--- src/rtl/dcache_pkg.sv ---
package dcache_pkg;

    // address and data geometry
    localparam int ADDR_W         = 32;
    localparam int WORD_W         = 32;
    localparam int WORDS_PER_LINE = 8;
    localparam int OFFSET_W       = 5;
    localparam int LINE_W         = WORD_W * WORDS_PER_LINE;

    typedef logic [2:0] word_sel_t;

    // one cache line, flat for the memory bus, split into words for the store
    typedef union packed {
        logic [LINE_W-1:0]                    flat;
        logic [WORDS_PER_LINE-1:0][WORD_W-1:0] words;
    } line_t;

    typedef enum logic [1:0] {
        ST_IDLE,
        ST_COMPARE,
        ST_WRITEBACK,
        ST_REFILL
    } cache_state_e;

    // word index inside the line, address bits 4:2
    function automatic word_sel_t word_sel(input logic [ADDR_W-1:0] addr);
        return addr[OFFSET_W-1:2];
    endfunction

    // line-aligned byte address
    function automatic logic [ADDR_W-1:0] line_addr(input logic [ADDR_W-1:0] addr);
        return {addr[ADDR_W-1:OFFSET_W], {OFFSET_W{1'b0}}};
    endfunction

    // replace the enabled bytes of old_word with new_word
    function automatic logic [WORD_W-1:0] merge_word(
        input logic [WORD_W-1:0] old_word,
        input logic [WORD_W-1:0] new_word,
        input logic [3:0]        sel
    );
        logic [WORD_W-1:0] mask;
        mask = {{8{sel[3]}}, {8{sel[2]}}, {8{sel[1]}}, {8{sel[0]}}};
        return (new_word & mask) | (old_word & ~mask);
    endfunction

endpackage

--- src/rtl/dcache_mem_port.sv ---
`timescale 1ns/1ns

module dcache_mem_port
    import dcache_pkg::*;
#(
    parameter int NUM_SETS = 64
) (
    input  logic              clk,
    input  logic              rst,

    // from control and stores
    input  logic [ADDR_W-1:0] req_addr_i,
    input  logic [ADDR_W-$clog2(NUM_SETS)-OFFSET_W-1:0] victim_tag_i,
    input  line_t             victim_line_i,
    input  logic              wb_start_i,
    input  logic              refill_start_i,

    // back to control and stores
    output logic              wb_done_o,
    output logic              refill_done_o,
    output line_t             refill_line_o,
    output logic [WORD_W-1:0] refill_word_o,

    // memory read channel
    output logic              mem_ren_o,
    output logic [ADDR_W-1:0] mem_araddr_o,
    input  logic              mem_rvalid_i,
    input  line_t             mem_rdata_i,

    // memory write channel
    output logic              mem_wen_o,
    output logic [ADDR_W-1:0] mem_awaddr_o,
    output line_t             mem_wdata_o,
    input  logic              mem_bvalid_i
);

    localparam int IDX_W = $clog2(NUM_SETS);

    //////////////////////////////
    // victim write-back
    //////////////////////////////

    always_ff @(posedge clk) begin
        if (rst) begin
            mem_wen_o <= 1'b0;
        end else if (wb_start_i) begin
            mem_wen_o <= 1'b1;
        end else if (mem_bvalid_i) begin
            mem_wen_o <= 1'b0;
        end
    end

    // victim address rebuilt from its stored tag and the current set
    always_ff @(posedge clk) begin
        if (wb_start_i) begin
            mem_awaddr_o <= {victim_tag_i, req_addr_i[OFFSET_W +: IDX_W], {OFFSET_W{1'b0}}};
            mem_wdata_o  <= victim_line_i;
        end
    end

    assign wb_done_o = mem_wen_o && mem_bvalid_i;

    //////////////////////////////
    // line refill
    //////////////////////////////

    always_ff @(posedge clk) begin
        if (rst) begin
            mem_ren_o <= 1'b0;
        end else if (refill_start_i) begin
            mem_ren_o <= 1'b1;
        end else if (mem_rvalid_i) begin
            mem_ren_o <= 1'b0;
        end
    end

    always_ff @(posedge clk) begin
        if (refill_start_i) begin
            mem_araddr_o <= line_addr(req_addr_i);
        end
    end

    assign refill_done_o = mem_ren_o && mem_rvalid_i;
    assign refill_line_o = mem_rdata_i;
    assign refill_word_o = mem_rdata_i.words[word_sel(req_addr_i)];

endmodule

--- config.mk ---
export PLATFORM = sky130hd
export DESIGN_NAME = dcache_mem_port
export DESIGN_NICKNAME = d
export VERILOG_FILES = /design/src/rtl/dcache_pkg.sv /design/src/rtl/dcache_mem_port.sv
export SDC_FILE = /design/constraint.sdc
export NUM_CORES = 1
export LEC_CHECK = 0
export BUFFER_PORTS_ARGS = -buffer_cell sky130_fd_sc_hd__buf_4
export CAP_MARGIN = 20
export CORE_AREA = 5 5 451 453
export DETAILED_ROUTE_END_ITERATION = 16
export DIE_AREA = 0 0 456 458
export SLEW_MARGIN = 20
export SYNTH_ARGS = -nofsm -noshare
export SYNTH_HDL_FRONTEND = slang
export SYNTH_SLANG_ARGS = --single-unit
--- constraint.sdc ---
create_clock -name clk -period 2.41 [get_ports clk]
set_clock_uncertainty 0.15 [all_clocks]
set_input_delay 0.6025 -clock clk [delete_from_list [all_inputs] [get_ports clk]]
set_output_delay 0.6025 -clock clk [all_outputs]
set_load 0.05 [all_outputs]
==> implementation parameters <==
Parameter                              Value

Outcome
  Result of the run    finished, violations left
  Violations in the final reports    setup timing

CTS
  Number of buffers inserted during clock tree synthesis    34
  Master cell of the clock root buffer    clkbuf_16
  Sinks on Clock Net    roughly 310
  CTS clock-pin slew for the worst setup and hold paths    0.06 ns
  Deepest clock path buffer count    3
  Clock tree from TritonCTS    done
  # H-tree levels    2
  Clock insertion delay at the later pin of the skew report    0.54 ns

Timing
  Unrepaired setup endpoints after global routing    yes
  Max Slew Vio Count    0
  Final min period    2.82 ns
  Crit path setup slack, layout    -0.414 ns
  Final worst-path cycle share    1.17
  Final hold slack    just over 0.07 ns
  Total count of hold-check failures in the final report    0
  Endpoints failing setup    32
  Top achievable clock speed    about 0.35 GHz

Floorplan
  Area of the die    around 210,000 um2
  Chip Width    around 460 um
  FP Rows    164
  Initial Utilization    0.0678
  IO Pins    about 1,200
  Core Area    199,000 um2
  Die height    around 460 um

Placed design
  Global placement routability congestion    around 0.93
  Placement-stage worst setup slack    -0.501 ns
  Cell Area, Placed    around 25,000 um2
  HPWL after detailed placement    about 80,000 um
  Number of buffers inserted by port buffering    ~1,200

Synth
  Synthesized netlist cell count    701
  Count of synthesis-stage warnings from yosys    0
  Unique masters post-synth    15
  Cell area after synthesis    13,500 um2
  Post-synthesis sequential element count    312
  Sequential share of the synthesized area    0.694
  Mean post-synth cell area    19.2 um2
  Synth area leaders    edfxtp_1 69%, buf_4 15%, mux4_1 7.8%
  Leading area contributor after synthesis    edfxtp_1
  Area share of the largest cell type after synthesis    0.691

Worst setup path
  Max FO, Critical Path    6
  Worst reg-to-reg setup slack    between 1.5 and 2 ns
  Startpoint-to-endpoint class of the critical path    in -> out
  Worst setup SP type    input pin
  Critical path required time    around 1.7 ns
  Arrival time reported for the critical path endpoint    a little over 2 ns
  Kind of end point of the critical path    output port

Power
  Leak Pwr    between 10 and 15 nW
  Switching power as a share of total power    0.360
  Total power density per cell area    between 600 and 700 nW/um2
  Proportion of power drawn by the clock network    0.288
  Part of the power in registers    0.377
  Int Power    11.2 mW
  Net load switching power    6.32 mW
  Fraction of power consumed by combinational cells    0.335
  VDD IR max    roughly 0.90 mV

Finish
  Footprint of the multi-input gates    roughly 2000 um2
  Most common library cell in the layout ignoring fill and taps    buf_4
  Synth-to-layout area growth    97.0%
  Number of inserted filler cells in the final layout    22,200
  Top library cells by usage in the layout, fill and taps aside    1,259 x buf_4, 310 x edfxtp_1, 61 x mux4_2, 52 x dlygate4sd3_1, 35 x clkbuf_16
  Sequential cell area in the final layout    just over 9000 um2
  Ratio of cells with drive above 1 in the final layout    0.786
  Post-route core utilization    0.133
  Net count of the finished layout    ~2,400
  Total non-filler cell area in the finished layout    between 20,000 and 30,000 um2

Global route
  Number of global-route vias before repair    12,000
  Total Routing Usage GR    0.0809
  Antenna violations before repair    33
  Maximum number of pins on one net before global-route repair    just under 60
  Wire length of the first global-routing pass    ~110,000 um
  Aggregate global routing overflow    0

Detailed routing
  Vias after detailed routing    approximately 11,000
  Detailed Route WL    about 90,000 um
  Via density    2.44
  DRC viols    0
  Post-detailed-route count of antenna-violating nets    0
  1st-pass router iterations    5
  Detailed Route Iter0 Violations    approximately 570
  Final routed wire length divided by cell count    between 20 and 25 um

Min path
  Hold crit path type    in -> reg

Flow run
  Number of max-cap violations    0
[logic make-up after synthesis]
kind of cell / after synthesis / share of synthesized area
other cells: 1 / 0.000278
flops: 312 / 0.694
mux: 96 / 0.145
compound gates: 2 / 0.000743
simple gates: 4 / 0.00186
buf+inv: 286 / 0.158
[routing by layer]
metal	track usage	wire (um)	vias to the layer above
met5	0	34	-
met4	0.0368	4110	6
met3	0.0226	7210	108
met2	0.154	49300	800
met1	0.0809	29800	5465
li1	-	-	4654
[flip-flops by register name, summed over array words and instances (netlist names)]
name          count
mem_araddr_o     27
mem_awaddr_o     27
mem_ren_o         1
mem_wdata_o     256
mem_wen_o         1
[worst max-delay path, stage by stage]
cell and delay, ns:
buf_12 0.11, buf_12 0.15, mux4_2 0.70, mux2_4 0.33, buf_6 0.15
[power groups by stage]
stage / clock (mW) / sequential [mW] / combinational [mW]
4_1_cts: 5.35 / 6.63 / 5.97
3_3_place_gp: 0 / 6.73 / 5.77
5_1_grt: 5.54 / 6.66 / 6.05
3_5_place_dp: 0 / 6.74 / 5.78
6_report: 5.05 / 6.63 / 5.88
2_1_floorplan: 0 / 8.18 / 1.85
[final timing paths]
check,from,end,cells after the start
worst min register to register,mem_wen_o,mem_wen_o,2
worst max register to register,mem_ren_o,mem_ren_o,2
worst min-delay path,victim_line_i[106],mem_wdata_o[106],1
worst max-delay path,req_addr_i[2],refill_word_o[31],5
[metrics by stage]
step                TNS (ns)  power [mW]  std cells
floorplan              -2.05        10.0        710
global placement      -13.73        12.5       4386
detailed placement    -13.97        12.5       4386
CTS                   -11.76        18.0       4503
global route          -11.92        18.3       4510
finish                -10.67        17.6       4514
[Yosys cell counts, drive strengths merged]
cell type / n
edfxtp: 310
buf: 282
mux4: 64
mux2: 32
a21oi: 2
and2: 2
clkbuf: 2
dfxtp: 2
inv: 2
nand2b: 2
conb: 1
[layout make-up]
class | instances | share of cell area
sequential | 312 | 0.352
clock inverter | 22 | 0.00670
timing repair buffer | 1363 | 0.406
antenna | 9 | 0.000849
multi-input combinational | 112 | 0.0756
clock buffer | 38 | 0.0326
tap | 2656 | 0.125
inverter | 2 | 0.000283
[timing repair]
| action | in CTS | in global routing |
|---|---|---|
| cloned | 3 | 1 |
| hold buffers | 52 | 0 |
| setup endpoints to repair | 32 | 32 |
| gates resized for setup | 52 | 6 |
| hold endpoints to repair | 52 | 0 |
| pin swaps | 0 | 0 |
| setup buffers | 2 | 1 |
No activity file was read; power rests on OpenSTA's default activity.
