## src/rtl/dcache_pkg.sv

```systemverilog
package dcache_pkg;

    // address and data geometry
    localparam int ADDR_W         = 32;
    localparam int WORD_W         = 32;
    localparam int WORDS_PER_LINE = 8;
    localparam int OFFSET_W       = 5;
    localparam int LINE_W         = WORD_W * WORDS_PER_LINE;

    typedef logic [2:0] word_sel_t;

    // one cache line, flat for the memory bus, split into words for the store
    typedef union packed {
        logic [LINE_W-1:0]                    flat;
        logic [WORDS_PER_LINE-1:0][WORD_W-1:0] words;
    } line_t;

    typedef enum logic [1:0] {
        ST_IDLE,
        ST_COMPARE,
        ST_WRITEBACK,
        ST_REFILL
    } cache_state_e;

    // word index inside the line, address bits 4:2
    function automatic word_sel_t word_sel(input logic [ADDR_W-1:0] addr);
        return addr[OFFSET_W-1:2];
    endfunction

    // line-aligned byte address
    function automatic logic [ADDR_W-1:0] line_addr(input logic [ADDR_W-1:0] addr);
        return {addr[ADDR_W-1:OFFSET_W], {OFFSET_W{1'b0}}};
    endfunction

    // replace the enabled bytes of old_word with new_word
    function automatic logic [WORD_W-1:0] merge_word(
        input logic [WORD_W-1:0] old_word,
        input logic [WORD_W-1:0] new_word,
        input logic [3:0]        sel
    );
        logic [WORD_W-1:0] mask;
        mask = {{8{sel[3]}}, {8{sel[2]}}, {8{sel[1]}}, {8{sel[0]}}};
        return (new_word & mask) | (old_word & ~mask);
    endfunction

endpackage

```

## src/rtl/dcache_ctrl.sv

```systemverilog
`timescale 1ns/1ns

module dcache_ctrl
    import dcache_pkg::*;
(
    input  logic              clk,
    input  logic              rst,

    // cpu request
    input  logic              rreq_i,
    input  logic              wreq_i,
    input  logic [ADDR_W-1:0] addr_i,
    input  logic [WORD_W-1:0] wdata_i,
    input  logic [3:0]        wsel_i,
    output logic              stall_o,
    output logic              hit_o,
    output logic [WORD_W-1:0] rdata_o,
    output logic              rdata_valid_o,

    // captured request towards the stores
    output logic [ADDR_W-1:0] req_addr_o,
    output logic              req_is_write_o,
    output logic [WORD_W-1:0] req_wdata_o,
    output logic [3:0]        req_wsel_o,
    output logic              lookup_done_o,

    // tag store results
    input  logic              hit_way0_i,
    input  logic              hit_way1_i,
    input  logic              victim_dirty_i,

    // memory port commands and status
    output logic              wb_start_o,
    output logic              refill_start_o,
    input  logic              wb_done_i,
    input  logic              refill_done_i,
    input  logic [WORD_W-1:0] refill_word_i,

    // addressed word of each way
    input  logic [WORD_W-1:0] way0_word_i,
    input  logic [WORD_W-1:0] way1_word_i
);

    cache_state_e state_q;
    cache_state_e state_d;

    logic accept;
    logic any_hit;
    logic in_compare;
    logic in_refill;
    logic miss;

    assign accept     = (state_q == ST_IDLE) && (rreq_i || wreq_i);
    assign any_hit    = hit_way0_i || hit_way1_i;
    assign in_compare = (state_q == ST_COMPARE);
    assign in_refill  = (state_q == ST_REFILL);
    assign miss       = in_compare && !any_hit;

    //////////////////////////////
    // request capture
    //////////////////////////////

    always_ff @(posedge clk) begin
        if (accept) begin
            req_addr_o     <= addr_i;
            req_is_write_o <= wreq_i;
            req_wdata_o    <= wdata_i;
            req_wsel_o     <= wsel_i;
        end
    end

    //////////////////////////////
    // state machine
    //////////////////////////////

    always_ff @(posedge clk) begin
        if (rst) begin
            state_q <= ST_IDLE;
        end else begin
            state_q <= state_d;
        end
    end

    always_comb begin
        state_d = state_q;
        case (state_q)
            ST_IDLE: begin
                if (accept) begin
                    state_d = ST_COMPARE;
                end
            end
            ST_COMPARE: begin
                if (any_hit) begin
                    state_d = ST_IDLE;
                end else if (victim_dirty_i) begin
                    state_d = ST_WRITEBACK;
                end else begin
                    state_d = ST_REFILL;
                end
            end
            ST_WRITEBACK: begin
                // victim must reach memory before the refill starts
                if (wb_done_i) begin
                    state_d = ST_REFILL;
                end
            end
            ST_REFILL: begin
                if (refill_done_i) begin
                    state_d = ST_IDLE;
                end
            end
            default: state_d = ST_IDLE;
        endcase
    end

    // commands to the memory port
    assign wb_start_o     = miss && victim_dirty_i;
    assign refill_start_o = (miss && !victim_dirty_i)
                          || ((state_q == ST_WRITEBACK) && wb_done_i);
    assign lookup_done_o  = in_compare;

    //////////////////////////////
    // cpu outputs
    //////////////////////////////

    assign stall_o = (state_q != ST_IDLE);
    assign hit_o   = in_compare && any_hit;

    // read data from the hit way, or straight from the refill line
    always_comb begin
        if (in_refill) begin
            rdata_o = refill_word_i;
        end else if (hit_way1_i) begin
            rdata_o = way1_word_i;
        end else begin
            rdata_o = way0_word_i;
        end
    end

    assign rdata_valid_o = !req_is_write_o
                         && ((in_compare && any_hit) || (in_refill && refill_done_i));

endmodule

```

## config.mk

```make
export PLATFORM = sky130hd
export DESIGN_NAME = dcache_ctrl
export DESIGN_NICKNAME = d
export VERILOG_FILES = /design/src/rtl/dcache_pkg.sv /design/src/rtl/dcache_ctrl.sv
export SDC_FILE = /design/constraint.sdc
export NUM_CORES = 1
export LEC_CHECK = 0
export BUFFER_PORTS_ARGS = -buffer_cell sky130_fd_sc_hd__buf_2
export CORE_AREA = 4 4 106 108
export DETAILED_ROUTE_END_ITERATION = 16
export DIE_AREA = 0 0 110 112
export GPL_ROUTABILITY_DRIVEN = 0
export PLACE_DENSITY = 0.76
export SYNTH_ARGS = -nofsm -noshare
export SYNTH_HDL_FRONTEND = slang
export SYNTH_SLANG_ARGS = --single-unit
export TNS_END_PERCENT = 1
```

## constraint.sdc

```tcl
create_clock -name clk -period 7 [get_ports clk]
set_clock_uncertainty 0.1 [all_clocks]
set_input_delay 0.7 -clock clk [delete_from_list [all_inputs] [get_ports clk]]
set_output_delay 0.7 -clock clk [all_outputs]
set_load 0.03 [all_outputs]
```

==> results <==
- The setup violation total in the final timing report is 0.
- The placement row count is 37.
- Counting flops and latches in the post-synthesis netlist gives 71.
- When the netlist entered floorplanning its net count stood at 371.
- Setup repair after global routing left no endpoint under its margin.
- The horizontal die dimension is 110 um.
- The highest-delay cell along the critical path is buf_2.
- The clock power share is 32.7%.
- The startpoint kind of the worst setup timing path is an input pin.
- Dividing the detail-routed wire length by the instance count gives 15.1 um.
- Walking the worst path, the cells encountered are buf_2 -> nor2_1 -> a211oi_1 -> buf_2.
- The number of max-cap violations is 0.
- Combinational logic burns 23.6% of the power.
- The total cell area at the placement stage is 4420 sq um.
- Among the stages of the critical path, the cell type that occurs most often is buf_2.
- The completed layout was analyzed and its total power is 1.21 mW.
- The total DRC errors in the routed layout is 0.
- The core region is 10,200 sq um.
- Along the worst hold path, the cell count comes to 1.
- The max-slew violation count is 0.
- The count of warnings emitted by yosys is 0.
- The repair_antennas step left the layout with diodes totalling 0.
- The worst setup path is of the input pin to primary output kind.
- In this run the deepest clock path goes through 2 buffers.
- For this design the total switching power over the nets is 0.364 mW.
- Summed over all layers, the routed wires come to 9370 um.
- The initial antenna violation count is 0.
- STA classifies the critical path endpoint as a primary output.
- The signed area change from the synthesized netlist to the final layout is 58.2%.
- Buffers inserted during clock tree synthesis total 9.
- Each instance of the synthesized netlist takes up on average 14.9 sq um.
- The port buffer count is 279.
- In this run the post-CTS setup repair buffer count came out at 0.
- The most frequently used flop master after synthesis is edfxtp_1.
- The worst-case IR drop observed on VDD is 0.152 mV.
- The synthesized design spends more area on one cell type than any other, namely edfxtp_1.
- In the final layout, the multi-input gates occupy 724 sq um.
- The slew at the pin with the worst max-slew slack is 0.967 ns.
- The number of filler instances in the final layout is 961.
- The share of final-layout standard cells stronger than drive strength 1 is 61.9%.
- The clock insertion delay at the later pin of the skew report is 0.33 ns.
- In the routed layout, each cell is associated on average with a via count of 4.35.
- With fillers left out, the area of the finished cells amounts to 4660 sq um.
- Power spread over the standard cell area amounts to 260 nW/um^2.
- Detailed placement ended at an HPWL of 7700 um.
- The most frequently used cell type in the post-synthesis netlist is edfxtp_1.
- The overall overflow remaining after global route is 0.
- For this run, asynchronously set or reset flops after synthesis account for 0%.
- The number of gates on the worst path with buffers counted is 4.
- The hold violation total from the final report is 0.
- The internal power contribution is 0.848 mW.
- The die covers 12,300 sq um.
- The clock transition at the register clock pins on the worst setup and hold paths after CTS is 0.08 ns.
- The number of global-route vias before repair is 2,726.
- The sequential standard cell area is 2110 sq um.
- The wire length of the first global-routing pass is 13,200 um.
- The final critical path time including I/O delays and setup is 2.98 ns.
- The H-tree was split into 3 levels.
- The path type of the worst min-delay path is input pin to flop.
- The flow ran to the end, and the final reports show no timing, DRC or antenna violations.
- The part of the cycle the worst path needs is 42.5%.
- The fraction of the yosys area taken by sequential cells is 71.7%.
- The number of buffers added to fix hold violations after cts is 0.
- In this run, synthesis inferred 69 flip-flops with an integrated enable.
- The height of the chip is 112 um.
- STA puts the critical path data required time at 6.20 ns.
- The total buffers and inverters traversed by the critical path is 2.
- The routed layout has 2,690 vias.
- Entering global routing, the biggest net connects 70 pins.
- The number of different library cells in the post-synthesis netlist is 26.
- Counting every instance in the synthesized netlist gives 198.
- The worst register-to-register path has a depth of 3.
- The top cell family by delay on the critical path is buffers and inverters.
- Net switching is 30.0% of the power.
- For this block, the initial DRC count from the detailed router was 78.
- STA puts the critical path data arrival time at 2.18 ns.
- The setup total negative slack is 0 ns.
- 280 I/O pins were placed.
- Ranked by instance count, the synthesized netlist is headed by edfxtp_1 (69), nand2_1 (33), mux2i_1 (32).
- The relative slew slack is 35.5%.
- In this run the remaining antenna-violating nets after routing total 0.
- Once the clock tree was built, the resizer swapped 0 gates to a different size.
- The detailed-router iteration count before antenna repair is 4.
- By area the synthesized netlist is led by edfxtp_1 (70%), mux2i_1 (11%), o21ai_0 (4.8%).
- In this run the static leakage power is 2.22 nW.
- TritonCTS built the clock tree.
- Of the post-synthesis cell area, the dominant cell type holds 70.3%.
- The sequential share of power is 43.7%.
- The effective utilization at floorplan is 28.8%.
- For this run, the slowest stage of the critical path takes 0.72 ns.
- The final net count is 651.
- The maximum fanout along the worst path is 34.
- The tree built by TritonCTS fans out to 71 sinks.
- Derived from the worst setup path, the maximum achievable clock frequency is 336 MHz.
- The combined area of all synthesized cells is 2950 sq um.
- Clock tree synthesis selected as its root buffer the cell clkbuf_8.
- The overall global routing resource usage is 13.9%.
[stage by stage]
step           hold WS [ns]  std cells  util, %  worst slack, ns
6_report              0.437        619     45.6             4.02
5_1_grt               0.408        619     45.6             3.91
4_1_cts               0.413        619     45.6             4.01
3_5_place_dp          0.495        603     43.2             4.02
3_3_place_gp          0.462        603     43.2             4.09
2_1_floorplan         0.411        198        -             2.73
[cells in the final DEF, fill, tap and decap left out, types with 2 or more instances in the layout]
| cell | netlist | final |
|---|---|---|
| buf_2 | 0 | 279 |
| edfxtp_1 | 69 | 69 |
| nand2_1 | 33 | 33 |
| mux2i_1 | 32 | 32 |
| o21ai_0 | 28 | 28 |
| clkbuf_8 | 2 | 9 |
| o21ai_1 | 5 | 5 |
| bufinv_16 | 0 | 3 |
| and2b_1 | 2 | 2 |
| nor2_1 | 3 | 2 |
| inv_1 | 2 | 2 |
| dfxtp_1 | 2 | 2 |
| inv_6 | 0 | 2 |
[power by group through the flow]
stage	combinational (mW)	clock [mW]	sequential [mW]
finish	0.286	0.397	0.529
global route	0.304	0.431	0.533
CTS	0.290	0.411	0.530
detailed placement	0.290	0	0.539
global placement	0.286	0	0.538
floorplan	0.0905	0	0.624
[cell type report]
type,count,share of cell area [%]
multi-input cells,114,15.5
repair buffers,280,30.1
well taps,136,3.65
clock buffers,10,2.74
flip-flops and latches,71,45.3
inverters,2,0.161
clock inverters,6,2.50
[path summary, 6_finish.rpt]
check,from,end,slack [ns]
worst min register to register,state_q[0]$_SDFFE_PP0P_,flop,0.51
worst min-delay path,wdata_i[21],req_wdata_o[21]$_DFFE_PP_,0.44
worst max register to register,flop,req_wsel_o[0]$_DFFE_PP_,4.99
worst max-delay path,hit_way1_i,rdata_valid_o,4.02
[registers in the layout (all words and copies together) (netlist names), named ones only]
register and flops:
req_addr_o 32, req_is_write_o 1, req_wdata_o 32, req_wsel_o 4, state_q 1
[routing by layer]
metal | wire length, um | track usage (%)
met1 | 3170 | 13.4
met4 | 198 | 5.82
met3 | 949 | 5.10
met2 | 5050 | 26.0
met5 | 0 | 0
[cells by family (layout without fill, tap and decap cells)]
family | Yosys count | after routing | synth area share (%)
flops | 71 | 71 | 71.7
simple gates | 44 | 44 | 6.50
compound gates | 38 | 38 | 6.96
mux | 32 | 32 | 10.9
buf+inv | 13 | 298 | 3.99
Power figures use the tool's default switching activity.
